`src/source/sobel_pkg.sv`:
```
// Sobel register block shared definitions
// Widths, register map, response codes and bus structs
`default_nettype none

package sobel_pkg;

  // --------------------
  // Widths
  // --------------------
  localparam int data_w   = 32;
  localparam int addr_w   = 32;
  localparam int pix_w    = 12;
  localparam int vled_w   = 16;
  localparam int win_taps = 9;

  // --------------------
  // Register map
  // --------------------
  // Read gives filter result, write loads scratch
  localparam logic [addr_w-1:0] result_addr   = 32'h0000_0500;
  // LED shadow, read only
  localparam logic [addr_w-1:0] vled_addr     = 32'h0000_0504;
  // Tap k at base + 4*k
  localparam logic [addr_w-1:0] win_base_addr = 32'h0000_0600;
  // Nonzero selects horizontal kernel
  localparam logic [addr_w-1:0] mode_addr     = 32'h0000_0630;

  // Returned for any unmapped read
  localparam logic [data_w-1:0] unimpl_value  = 32'hDEAD_BEEF;
  localparam logic [1:0]        resp_okay     = 2'b00;

  // --------------------
  // Types
  // --------------------
  typedef logic signed [pix_w-1:0] pixel_t;

  // Tap 0 top left, tap 8 bottom right, row order
  typedef pixel_t [win_taps-1:0] conv_window_t;

  // Host side of the register port
  typedef struct packed {
    logic              awvalid;
    logic [addr_w-1:0] awaddr;
    logic              wvalid;
    logic [data_w-1:0] wdata;
    logic              bready;
    logic              arvalid;
    logic [addr_w-1:0] araddr;
    logic              rready;
  } axil_req_t;

  // Slave side of the register port
  typedef struct packed {
    logic              awready;
    logic              wready;
    logic              bvalid;
    logic [1:0]        bresp;
    logic              arready;
    logic              rvalid;
    logic [data_w-1:0] rdata;
    logic [1:0]        rresp;
  } axil_rsp_t;

  // Single-cycle write strobe into the register file
  typedef struct packed {
    logic              en;
    logic [addr_w-1:0] addr;
    logic [data_w-1:0] data;
  } reg_wr_t;

endpackage

`default_nettype wire
```
`src/source/cl_sobel_top.sv`:
```
// Sobel accelerator top level
// Register slave, register file, filter and LED block
`timescale 1ns/1ps
`default_nettype none

module cl_sobel_top (
  input  logic                         clk_main_a0,
  input  logic                         rst_main_n_sync,
  input  sobel_pkg::axil_req_t         ocl_req,
  output sobel_pkg::axil_rsp_t         ocl_rsp,
  input  logic [sobel_pkg::vled_w-1:0] status_vdip,
  output logic [sobel_pkg::vled_w-1:0] status_vled
);

  import sobel_pkg::*;

  // Slave to register file
  reg_wr_t           reg_wr;
  logic [addr_w-1:0] rd_addr;
  logic [data_w-1:0] rd_data;

  // Register file to filter and back
  conv_window_t      window;
  logic              horz;
  pixel_t            result;

  // Register file to LED block and back
  logic [vled_w-1:0] scratch_lo;
  logic [vled_w-1:0] vled_q;

  // --------------------
  // Host access
  // --------------------
  ocl_reg_slave ocl_reg_slave_inst (
    .clk_main_a0     (clk_main_a0),
    .rst_main_n_sync (rst_main_n_sync),
    .ocl_req         (ocl_req),
    .ocl_rsp         (ocl_rsp),
    .reg_wr          (reg_wr),
    .rd_addr         (rd_addr),
    .rd_data         (rd_data)
  );

  conv_reg_file conv_reg_file_inst (
    .clk_main_a0     (clk_main_a0),
    .rst_main_n_sync (rst_main_n_sync),
    .reg_wr          (reg_wr),
    .rd_addr         (rd_addr),
    .rd_data         (rd_data),
    .window          (window),
    .horz            (horz),
    .scratch_lo      (scratch_lo),
    .result          (result),
    .vled_q          (vled_q)
  );

  // --------------------
  // Datapath
  // --------------------
  sobel_filter sobel_filter_inst (
    .clk_main_a0     (clk_main_a0),
    .rst_main_n_sync (rst_main_n_sync),
    .window          (window),
    .horz            (horz),
    .result          (result)
  );

  vled_status vled_status_inst (
    .clk_main_a0     (clk_main_a0),
    .rst_main_n_sync (rst_main_n_sync),
    .scratch_lo      (scratch_lo),
    .status_vdip     (status_vdip),
    .vled_q          (vled_q),
    .status_vled     (status_vled)
  );

endmodule

`default_nettype wire

```
`src/source/vled_status.sv`:
```
// Virtual LED block
// Shadows the scratch word, masks it with synchronized DIP switches
`timescale 1ns/1ps
`default_nettype none

module vled_status (
  input  logic                         clk_main_a0,
  input  logic                         rst_main_n_sync,
  input  logic [sobel_pkg::vled_w-1:0] scratch_lo,
  input  logic [sobel_pkg::vled_w-1:0] status_vdip,
  output logic [sobel_pkg::vled_w-1:0] vled_q,
  output logic [sobel_pkg::vled_w-1:0] status_vled
);

  import sobel_pkg::*;

  // DIP switch synchronizer stages
  logic [vled_w-1:0] vdip_q1;
  logic [vled_w-1:0] vdip_q2;

  always_ff @(posedge clk_main_a0) begin
    if (!rst_main_n_sync) begin
      vdip_q1     <= '0;
      vdip_q2     <= '0;
      vled_q      <= '0;
      status_vled <= '0;
    end else begin
      // Two flops on the asynchronous switch inputs
      vdip_q1     <= status_vdip;
      vdip_q2     <= vdip_q1;
      // LED shadow trails scratch by a cycle
      vled_q      <= scratch_lo;
      // Registered masked output, DIP to LED in 3 cycles
      status_vled <= vled_q & vdip_q2;
    end
  end

endmodule

`default_nettype wire

```
`src/source/sobel_filter.sv`:
```
// 3x3 Sobel filter, one registered stage
// Mode picks horizontal or vertical kernel, sum wraps to pixel width
`timescale 1ns/1ps
`default_nettype none

module sobel_filter (
  input  logic                    clk_main_a0,
  input  logic                    rst_main_n_sync,
  input  sobel_pkg::conv_window_t window,
  input  logic                    horz,
  output sobel_pkg::pixel_t       result
);

  import sobel_pkg::*;

  // Both kernels reduce to a + 2b + c - d - 2e - f,
  // only the tap picked for each term differs
  //
  //   vertical     horizontal
  //   +1  0 -1     +1 +2 +1
  //   +2  0 -2      0  0  0
  //   +1  0 -1     -1 -2 -1

  // Positive column or row
  pixel_t op_a;
  pixel_t op_b;
  pixel_t op_c;
  // Negative column or row
  pixel_t op_d;
  pixel_t op_e;
  pixel_t op_f;

  pixel_t sum_pos;
  pixel_t sum_neg;
  pixel_t sum;

  // --------------------
  // Coefficient select
  // --------------------
  always_comb begin
    // Corner taps p0 and p8 appear in both kernels
    op_a = window[0];
    op_f = window[8];
    if (horz) begin
      // Top row minus bottom row
      op_b = window[1];
      op_c = window[2];
      op_d = window[6];
      op_e = window[7];
    end else begin
      // Left column minus right column
      op_b = window[3];
      op_c = window[6];
      op_d = window[2];
      op_e = window[5];
    end
  end

  // Pixel-width arithmetic, overflow wraps modulo 2^12
  always_comb begin
    sum_pos = op_a + (op_b <<< 1) + op_c;
    sum_neg = op_d + (op_e <<< 1) + op_f;
    sum     = sum_pos - sum_neg;
  end

  // --------------------
  // Output stage
  // --------------------
  always_ff @(posedge clk_main_a0) begin
    if (!rst_main_n_sync) begin
      result <= '0;
    end else begin
      result <= sum;
    end
  end

endmodule

`default_nettype wire

```
`src/source/conv_reg_file.sv`:
```
// Sobel register file
// Holds window taps, mode and scratch word, decodes reads
`timescale 1ns/1ps
`default_nettype none

module conv_reg_file (
  input  logic                             clk_main_a0,
  input  logic                             rst_main_n_sync,
  input  sobel_pkg::reg_wr_t               reg_wr,
  input  logic [sobel_pkg::addr_w-1:0]     rd_addr,
  output logic [sobel_pkg::data_w-1:0]     rd_data,
  output sobel_pkg::conv_window_t          window,
  output logic                             horz,
  output logic [sobel_pkg::vled_w-1:0]     scratch_lo,
  input  sobel_pkg::pixel_t                result,
  input  logic [sobel_pkg::vled_w-1:0]     vled_q
);

  import sobel_pkg::*;

  conv_window_t        win_q;
  logic [data_w-1:0]   mode_q;
  logic [data_w-1:0]   scratch_q;

  // Per-register write hits
  logic [win_taps-1:0] win_hit;
  logic                mode_hit;
  logic                scratch_hit;

  // --------------------
  // Write decode
  // --------------------
  always_comb begin
    for (int k = 0; k < win_taps; k++) begin
      // Taps are word spaced from the base
      win_hit[k] = reg_wr.en && (reg_wr.addr == win_base_addr + addr_w'(4 * k));
    end
    mode_hit    = reg_wr.en && (reg_wr.addr == mode_addr);
    // Scratch shares the result address, write side only
    scratch_hit = reg_wr.en && (reg_wr.addr == result_addr);
  end

  always_ff @(posedge clk_main_a0) begin
    if (!rst_main_n_sync) begin
      win_q     <= '0;
      mode_q    <= '0;
      scratch_q <= '0;
    end else begin
      for (int k = 0; k < win_taps; k++) begin
        // Only the pixel bits are kept
        if (win_hit[k]) begin
          win_q[k] <= pixel_t'(reg_wr.data[pix_w-1:0]);
        end
      end
      if (mode_hit) begin
        mode_q <= reg_wr.data;
      end
      if (scratch_hit) begin
        scratch_q <= reg_wr.data;
      end
    end
  end

  assign window     = win_q;
  // Any nonzero mode word means horizontal
  assign horz       = |mode_q;
  assign scratch_lo = scratch_q[vled_w-1:0];

  // --------------------
  // Read mux
  // --------------------
  // Window and mode are write only, they fall to the default
  always_comb begin
    case (rd_addr)
      result_addr: rd_data = {{(data_w - pix_w){1'b0}}, result};
      vled_addr:   rd_data = {{(data_w - vled_w){1'b0}}, vled_q};
      default:     rd_data = unimpl_value;
    endcase
  end

  // Register map must not overlap
  a_one_write: assert property (@(posedge clk_main_a0) disable iff (!rst_main_n_sync)
    $onehot0({win_hit, mode_hit, scratch_hit}));

endmodule

`default_nettype wire

```
`src/source/ocl_reg_slave.sv`:
```
// Register port slave, single-beat accesses only
// Turns host valid/ready traffic into write strobes and read lookups
`timescale 1ns/1ps
`default_nettype none

module ocl_reg_slave (
  input  logic                             clk_main_a0,
  input  logic                             rst_main_n_sync,
  input  sobel_pkg::axil_req_t             ocl_req,
  output sobel_pkg::axil_rsp_t             ocl_rsp,
  output sobel_pkg::reg_wr_t               reg_wr,
  output logic [sobel_pkg::addr_w-1:0]     rd_addr,
  input  logic [sobel_pkg::data_w-1:0]     rd_data
);

  import sobel_pkg::*;

  // Write channel state
  logic              wr_active;
  logic [addr_w-1:0] wr_addr;
  logic              aw_hs;
  logic              wready;
  logic              bvalid;

  // Read channel state
  logic              arready;
  logic              ar_hs;
  logic              arvalid_q;
  logic [addr_w-1:0] araddr_q;
  logic              rvalid;
  logic [data_w-1:0] rdata;

  // --------------------
  // Write path
  // --------------------
  // Address taken only when idle
  assign aw_hs  = ocl_req.awvalid && !wr_active;
  // One data beat per write, blocked once the response is up
  assign wready = wr_active && !bvalid && ocl_req.wvalid;

  always_ff @(posedge clk_main_a0) begin
    if (!rst_main_n_sync) begin
      wr_active <= 1'b0;
      bvalid    <= 1'b0;
    end else if (bvalid && ocl_req.bready) begin
      // Response taken, slave free again
      wr_active <= 1'b0;
      bvalid    <= 1'b0;
    end else begin
      if (aw_hs) begin
        wr_active <= 1'b1;
      end
      // Response follows the data beat by one cycle
      if (wready) begin
        bvalid <= 1'b1;
      end
    end
  end

  // Address holding regs
  always_ff @(posedge clk_main_a0) begin
    if (aw_hs) begin
      wr_addr <= ocl_req.awaddr;
    end
    if (ar_hs) begin
      araddr_q <= ocl_req.araddr;
    end
  end

  // Strobe goes out in the wready cycle itself
  assign reg_wr.en   = wready;
  assign reg_wr.addr = wr_addr;
  assign reg_wr.data = ocl_req.wdata;

  // --------------------
  // Read path
  // --------------------
  // Nothing pending and no data waiting
  assign arready = !arvalid_q && !rvalid;
  assign ar_hs   = ocl_req.arvalid && arready;
  assign rd_addr = araddr_q;

  always_ff @(posedge clk_main_a0) begin
    if (!rst_main_n_sync) begin
      arvalid_q <= 1'b0;
      rvalid    <= 1'b0;
      rdata     <= '0;
    end else begin
      arvalid_q <= ar_hs;
      if (rvalid && ocl_req.rready) begin
        rvalid <= 1'b0;
        rdata  <= '0;
      end else if (arvalid_q) begin
        // Sample the register file mux for the latched address
        rvalid <= 1'b1;
        rdata  <= rd_data;
      end
    end
  end

  // Response bundle
  always_comb begin
    ocl_rsp.awready = !wr_active;
    ocl_rsp.wready  = wready;
    ocl_rsp.bvalid  = bvalid;
    ocl_rsp.bresp   = resp_okay;
    ocl_rsp.arready = arready;
    ocl_rsp.rvalid  = rvalid;
    ocl_rsp.rdata   = rdata;
    ocl_rsp.rresp   = resp_okay;
  end

  // --------------------
  // Protocol checks
  // --------------------
  // Write response stays up under back-pressure
  a_bvalid_hold: assert property (@(posedge clk_main_a0) disable iff (!rst_main_n_sync)
    bvalid && !ocl_req.bready |=> bvalid);

  // Read data stays up and stable until taken
  a_rvalid_hold: assert property (@(posedge clk_main_a0) disable iff (!rst_main_n_sync)
    rvalid && !ocl_req.rready |=> rvalid && $stable(rdata));

  // Data beat only inside an active write, then the response and no second beat
  a_wready_active: assert property (@(posedge clk_main_a0) disable iff (!rst_main_n_sync)
    wready |-> wr_active ##1 (bvalid && !wready));

endmodule

`default_nettype wire

```
`config.mk`:
```
export PLATFORM = sky130hd
export DESIGN_NAME = cl_sobel_top
export DESIGN_NICKNAME = d
export VERILOG_FILES = /design/src/source/sobel_pkg.sv /design/src/source/cl_sobel_top.sv /design/src/source/vled_status.sv /design/src/source/sobel_filter.sv /design/src/source/conv_reg_file.sv /design/src/source/ocl_reg_slave.sv
export SDC_FILE = /design/constraint.sdc
export NUM_CORES = 1
export LEC_CHECK = 0
export ABC_AREA = 1
export BUFFER_PORTS_ARGS = -buffer_cell sky130_fd_sc_hd__buf_2
export CORE_MARGIN = 2
export CORE_UTILIZATION = 48
export CTS_CLUSTER_DIAMETER = 60
export DETAILED_ROUTE_END_ITERATION = 7
export GPL_TIMING_DRIVEN = 0
export PLACE_DENSITY = 0.69
export SETUP_SLACK_MARGIN = 0.1
export SLEW_MARGIN = 20
export SYNTH_ARGS = -nofsm -noshare
export SYNTH_HDL_FRONTEND = slang
export SYNTH_SLANG_ARGS = --single-unit
```
`constraint.sdc`:
```
create_clock -name clk_main_a0 -period 5.8 [get_ports clk_main_a0]
set_clock_uncertainty 0.15 [all_clocks]
set_input_delay 1.16 -clock clk_main_a0 [delete_from_list [all_inputs] [get_ports clk_main_a0]]
set_output_delay 1.16 -clock clk_main_a0 [all_outputs]
set_load 0.03 [all_outputs]
```
==> results.json <==
{
  "synthFlopType": "dfxtp_1",
  "die_y_um": 166,
  "io_buffer_count": 166,
  "hold_class": "register to register",
  "avgRoutedWirePerCell_um": 15.3,
  "async_reset_ff_share_pct": 0,
  "htreeDepth": 2,
  "power_density_nw_per_um2": 311,
  "cpLargestDelayFamily": "adder cells",
  "grt_antenna_before_repair": 1,
  "setup-tns-final_ns": 0,
  "critical-path-max-stage-delay_ns": 0.53,
  "post_cts_buffers": 0,
  "num_vias": 9720,
  "tritoncts": "yes",
  "synth_area_leaders": "dfxtp_1 38%, edfxtp_1 15%, fa_1 6.5%, inv_1 6.1%, nand2_1 4.5%",
  "yosysTopAreaCell": "dfxtp_1",
  "synthDistinctLibCells": 40,
  "num-nets-final": 1736,
  "max-slew-margin-rel_pct": 51.7,
  "clk_pin_slew_worst_paths_ns": 0.06,
  "p_leak_uw": 0.00689,
  "clkLatencyLatePin_ns": 0.52,
  "dieArea_um2": 27700,
  "power.share.sequential_pct": 46.8,
  "post-route-min-period_ns": 5.24,
  "crit_path_end_kind": "register",
  "cts.path.max_buffers": 3,
  "overflow": 0,
  "num_antenna_cells": 0,
  "die_x_um": 166,
  "post-place-cells": 1861,
  "routed.top_layer": "met5",
  "worstMarginPinSlew_ns": 0.724,
  "seq_area_frac_synth_pct": 52.7,
  "track_usage_pct": 21.3,
  "power_switching_uw": 1050,
  "place_congestion": 0.867,
  "vdd_drop_max_mv": 0.246,
  "status": "finished, final reports clean",
  "startpoint_type": "register",
  "cts-buffers-inserted": 35,
  "power_frac_comb_pct": 5.1,
  "yosys.area.top_type_share_pct": 37.5,
  "intPower_uw": 3680,
  "synth.cell_area_um2": 12600,
  "crit_path_top_delay_cell": "fa_1",
  "grt_pass1_wl_um": 47600,
  "yosysMostFrequentCell": "dfxtp_1",
  "dr_wl_met3_um": 2150,
  "grt_max_degree": 33,
  "post_layout_nonfiller_instances": 1925,
  "drive_gt1_share_pct": 21.7,
  "core_um2": 26000,
  "period_share_pct": 90.4,
  "path_buf_inv": 3,
  "crit_type": "register to register",
  "drtIter0Drc": 702,
  "worstPathRequired_ns": 6.09,
  "setup_violations": 0,
  "p_sw_share_pct": 22.3,
  "synthTopCellsByCount": "237 x dfxtp_1, 206 x inv_1, 152 x nand2_1",
  "wl_met2_um": 13300,
  "cap_viol_max_count": 0,
  "cts_resized": 0,
  "core.rowCount": 59,
  "wl_met1_um": 13200,
  "drt-vias-per-instance": 5.05,
  "synth_seq_cells": 301,
  "synth_cells": 1348,
  "yosysWarnings": 0,
  "rsz0062_at_grt": "no",
  "slew_viol_final": 0,
  "cp_max_fo": 10,
  "root_buffer": "clkbuf_16",
  "syn_to_final_growth_pct": 20.4,
  "first_global_vias": 9379,
  "arrival_ns": 5.53,
  "dr.pass1.iters": 5,
  "finalHoldViolations": 0,
  "ios": 176,
  "start_util_pct": 48.7,
  "drc": 0,
  "cts_sinks": 301,
  "clkPwrFrac_pct": 48.1,
  "syn_area_per_cell_um2": 9.38,
  "crit_chain": "nor2_1 > nand2_1 > nor2_1 > nand2_1 > nor2_2 > buf_2 > clkbuf_2 > nand2_1 > o21ai_0 > fa_1 > fa_1 > fa_1 > inv_1 > ha_1 > fa_1 > nand3_1 > o2111ai_1 > nand3_1 > nand2_1 > nor2_1",
  "fmax_mhz": 191,
  "synth-edff-count": 64,
  "detailed_place_hpwl_um": 21700,
  "hold_buffers": 0,
  "finalWirelength_um": 29500,
  "ant_nets": 0
}
[metrics by stage]
stage	area (µm²)	power [µW]	hold slack [ns]	setup slack, ns	utilization (%)
2_1_floorplan	12700	2400	0.240	1.22	-
3_3_place_gp	13900	2490	0.244	0.388	53.6
3_5_place_dp	14000	2500	0.247	0.303	53.8
4_1_cts	15200	4770	0.260	0.278	58.6
5_1_grt	15200	4890	0.269	0.0755	58.6
6_report	15200	4730	0.260	0.559	58.6
[cell usage in the layout (no fill, tap or decap), drive strengths merged]
cell type  instances
dfxtp            237
buf              218
inv              211
nor2             154
nand2            152
o21ai            112
a21oi             92
clkbuf            90
a211oi            83
edfxtp            64
fa                41
nand3             37
nor4              14
ha                13
a31oi             11
conb               9
nor3               9
mux2               7
clkinv             7
o21bai             4
xnor2              4
nand4              4
mux2i              3
a31o               3
bufinv             3
clkinvlp           3
o2111ai            2
o211ai             2
nand3b             1
[path summary, 6_finish.rpt]
path	cells past startpoint	startpoint	slack (ns)	endpoint
setup / recovery	20	conv_reg_file_inst.mode_q[16]	0.56	sobel_filter_inst.result[11]
hold / removal	2	vled_status_inst.vdip_q2[7]	0.26	vled_status_inst.status_vled[7]
setup reg to reg	20	conv_reg_file_inst.mode_q[16]	0.56	sobel_filter_inst.result[11]
hold reg to reg	2	vled_status_inst.vdip_q2[7]	0.26	vled_status_inst.status_vled[7]
[tightest hold or removal path: stages, from the launching register on]
cell and delay (ns):
dfxtp_1 0.30, nand2_1 0.04, nor2_1 0.03
[power by group through the flow]
stage	Combinational (µW)	Sequential, µW	Clock (µW)
floorplan	123	2270	0
finish	239	2220	2280
global placement	229	2260	0
CTS	240	2220	2310
global route	262	2220	2410
detailed placement	239	2260	0
[cell type report]
| class | count | area (µm²) |
|---|---|---|
| Sequential cell | 301 | 6670 |
| Inverter | 209 | 785 |
| Fill cell | 2265 | 10800 |
| Clock inverter | 15 | 200 |
| Clock buffer | 49 | 1040 |
| Timing Repair Buffer | 170 | 873 |
| Tap cell | 335 | 419 |
| Multi-Input combinational cell | 757 | 4750 |
| Buffer | 89 | 494 |
[per-layer routing]
metal	vias to the layer above	GRT usage [%]
met1	4494	28.7
met2	350	34.9
met5	-	0
met3	64	4.17
met4	2	6.67
li1	4810	-
[sequential cells by signal, indices dropped and copies added, names as in the netlist]
name	cells
ocl_reg_slave_inst.wr_addr	32
sobel_filter_inst.result	12
conv_reg_file_inst.scratch_q	16
vled_status_inst.vled_q	16
ocl_reg_slave_inst.arvalid_q	1
conv_reg_file_inst.mode_q	32
ocl_reg_slave_inst.rd_addr	32
vled_status_inst.vdip_q2	16
ocl_reg_slave_inst.bvalid	1
vled_status_inst.status_vled	16
ocl_reg_slave_inst.rvalid	1
vled_status_inst.vdip_q1	16
ocl_reg_slave_inst.rdata	17
conv_reg_file_inst.window	92
ocl_reg_slave_inst.wr_active	1
[cell families (layout without fill, tap and decap cells)]
family	count (synthesis)	in the layout	synth area share (%)
simple gates	371	371	12.9
compound gates	309	309	15.4
flops	301	301	52.7
buf+inv	298	532	10.1
fa+ha+maj	54	54	7.78
mux	10	10	0.861
xor+xnor	4	4	0.277
other cells	1	9	0.0297
Power figures use the tool's default switching activity.
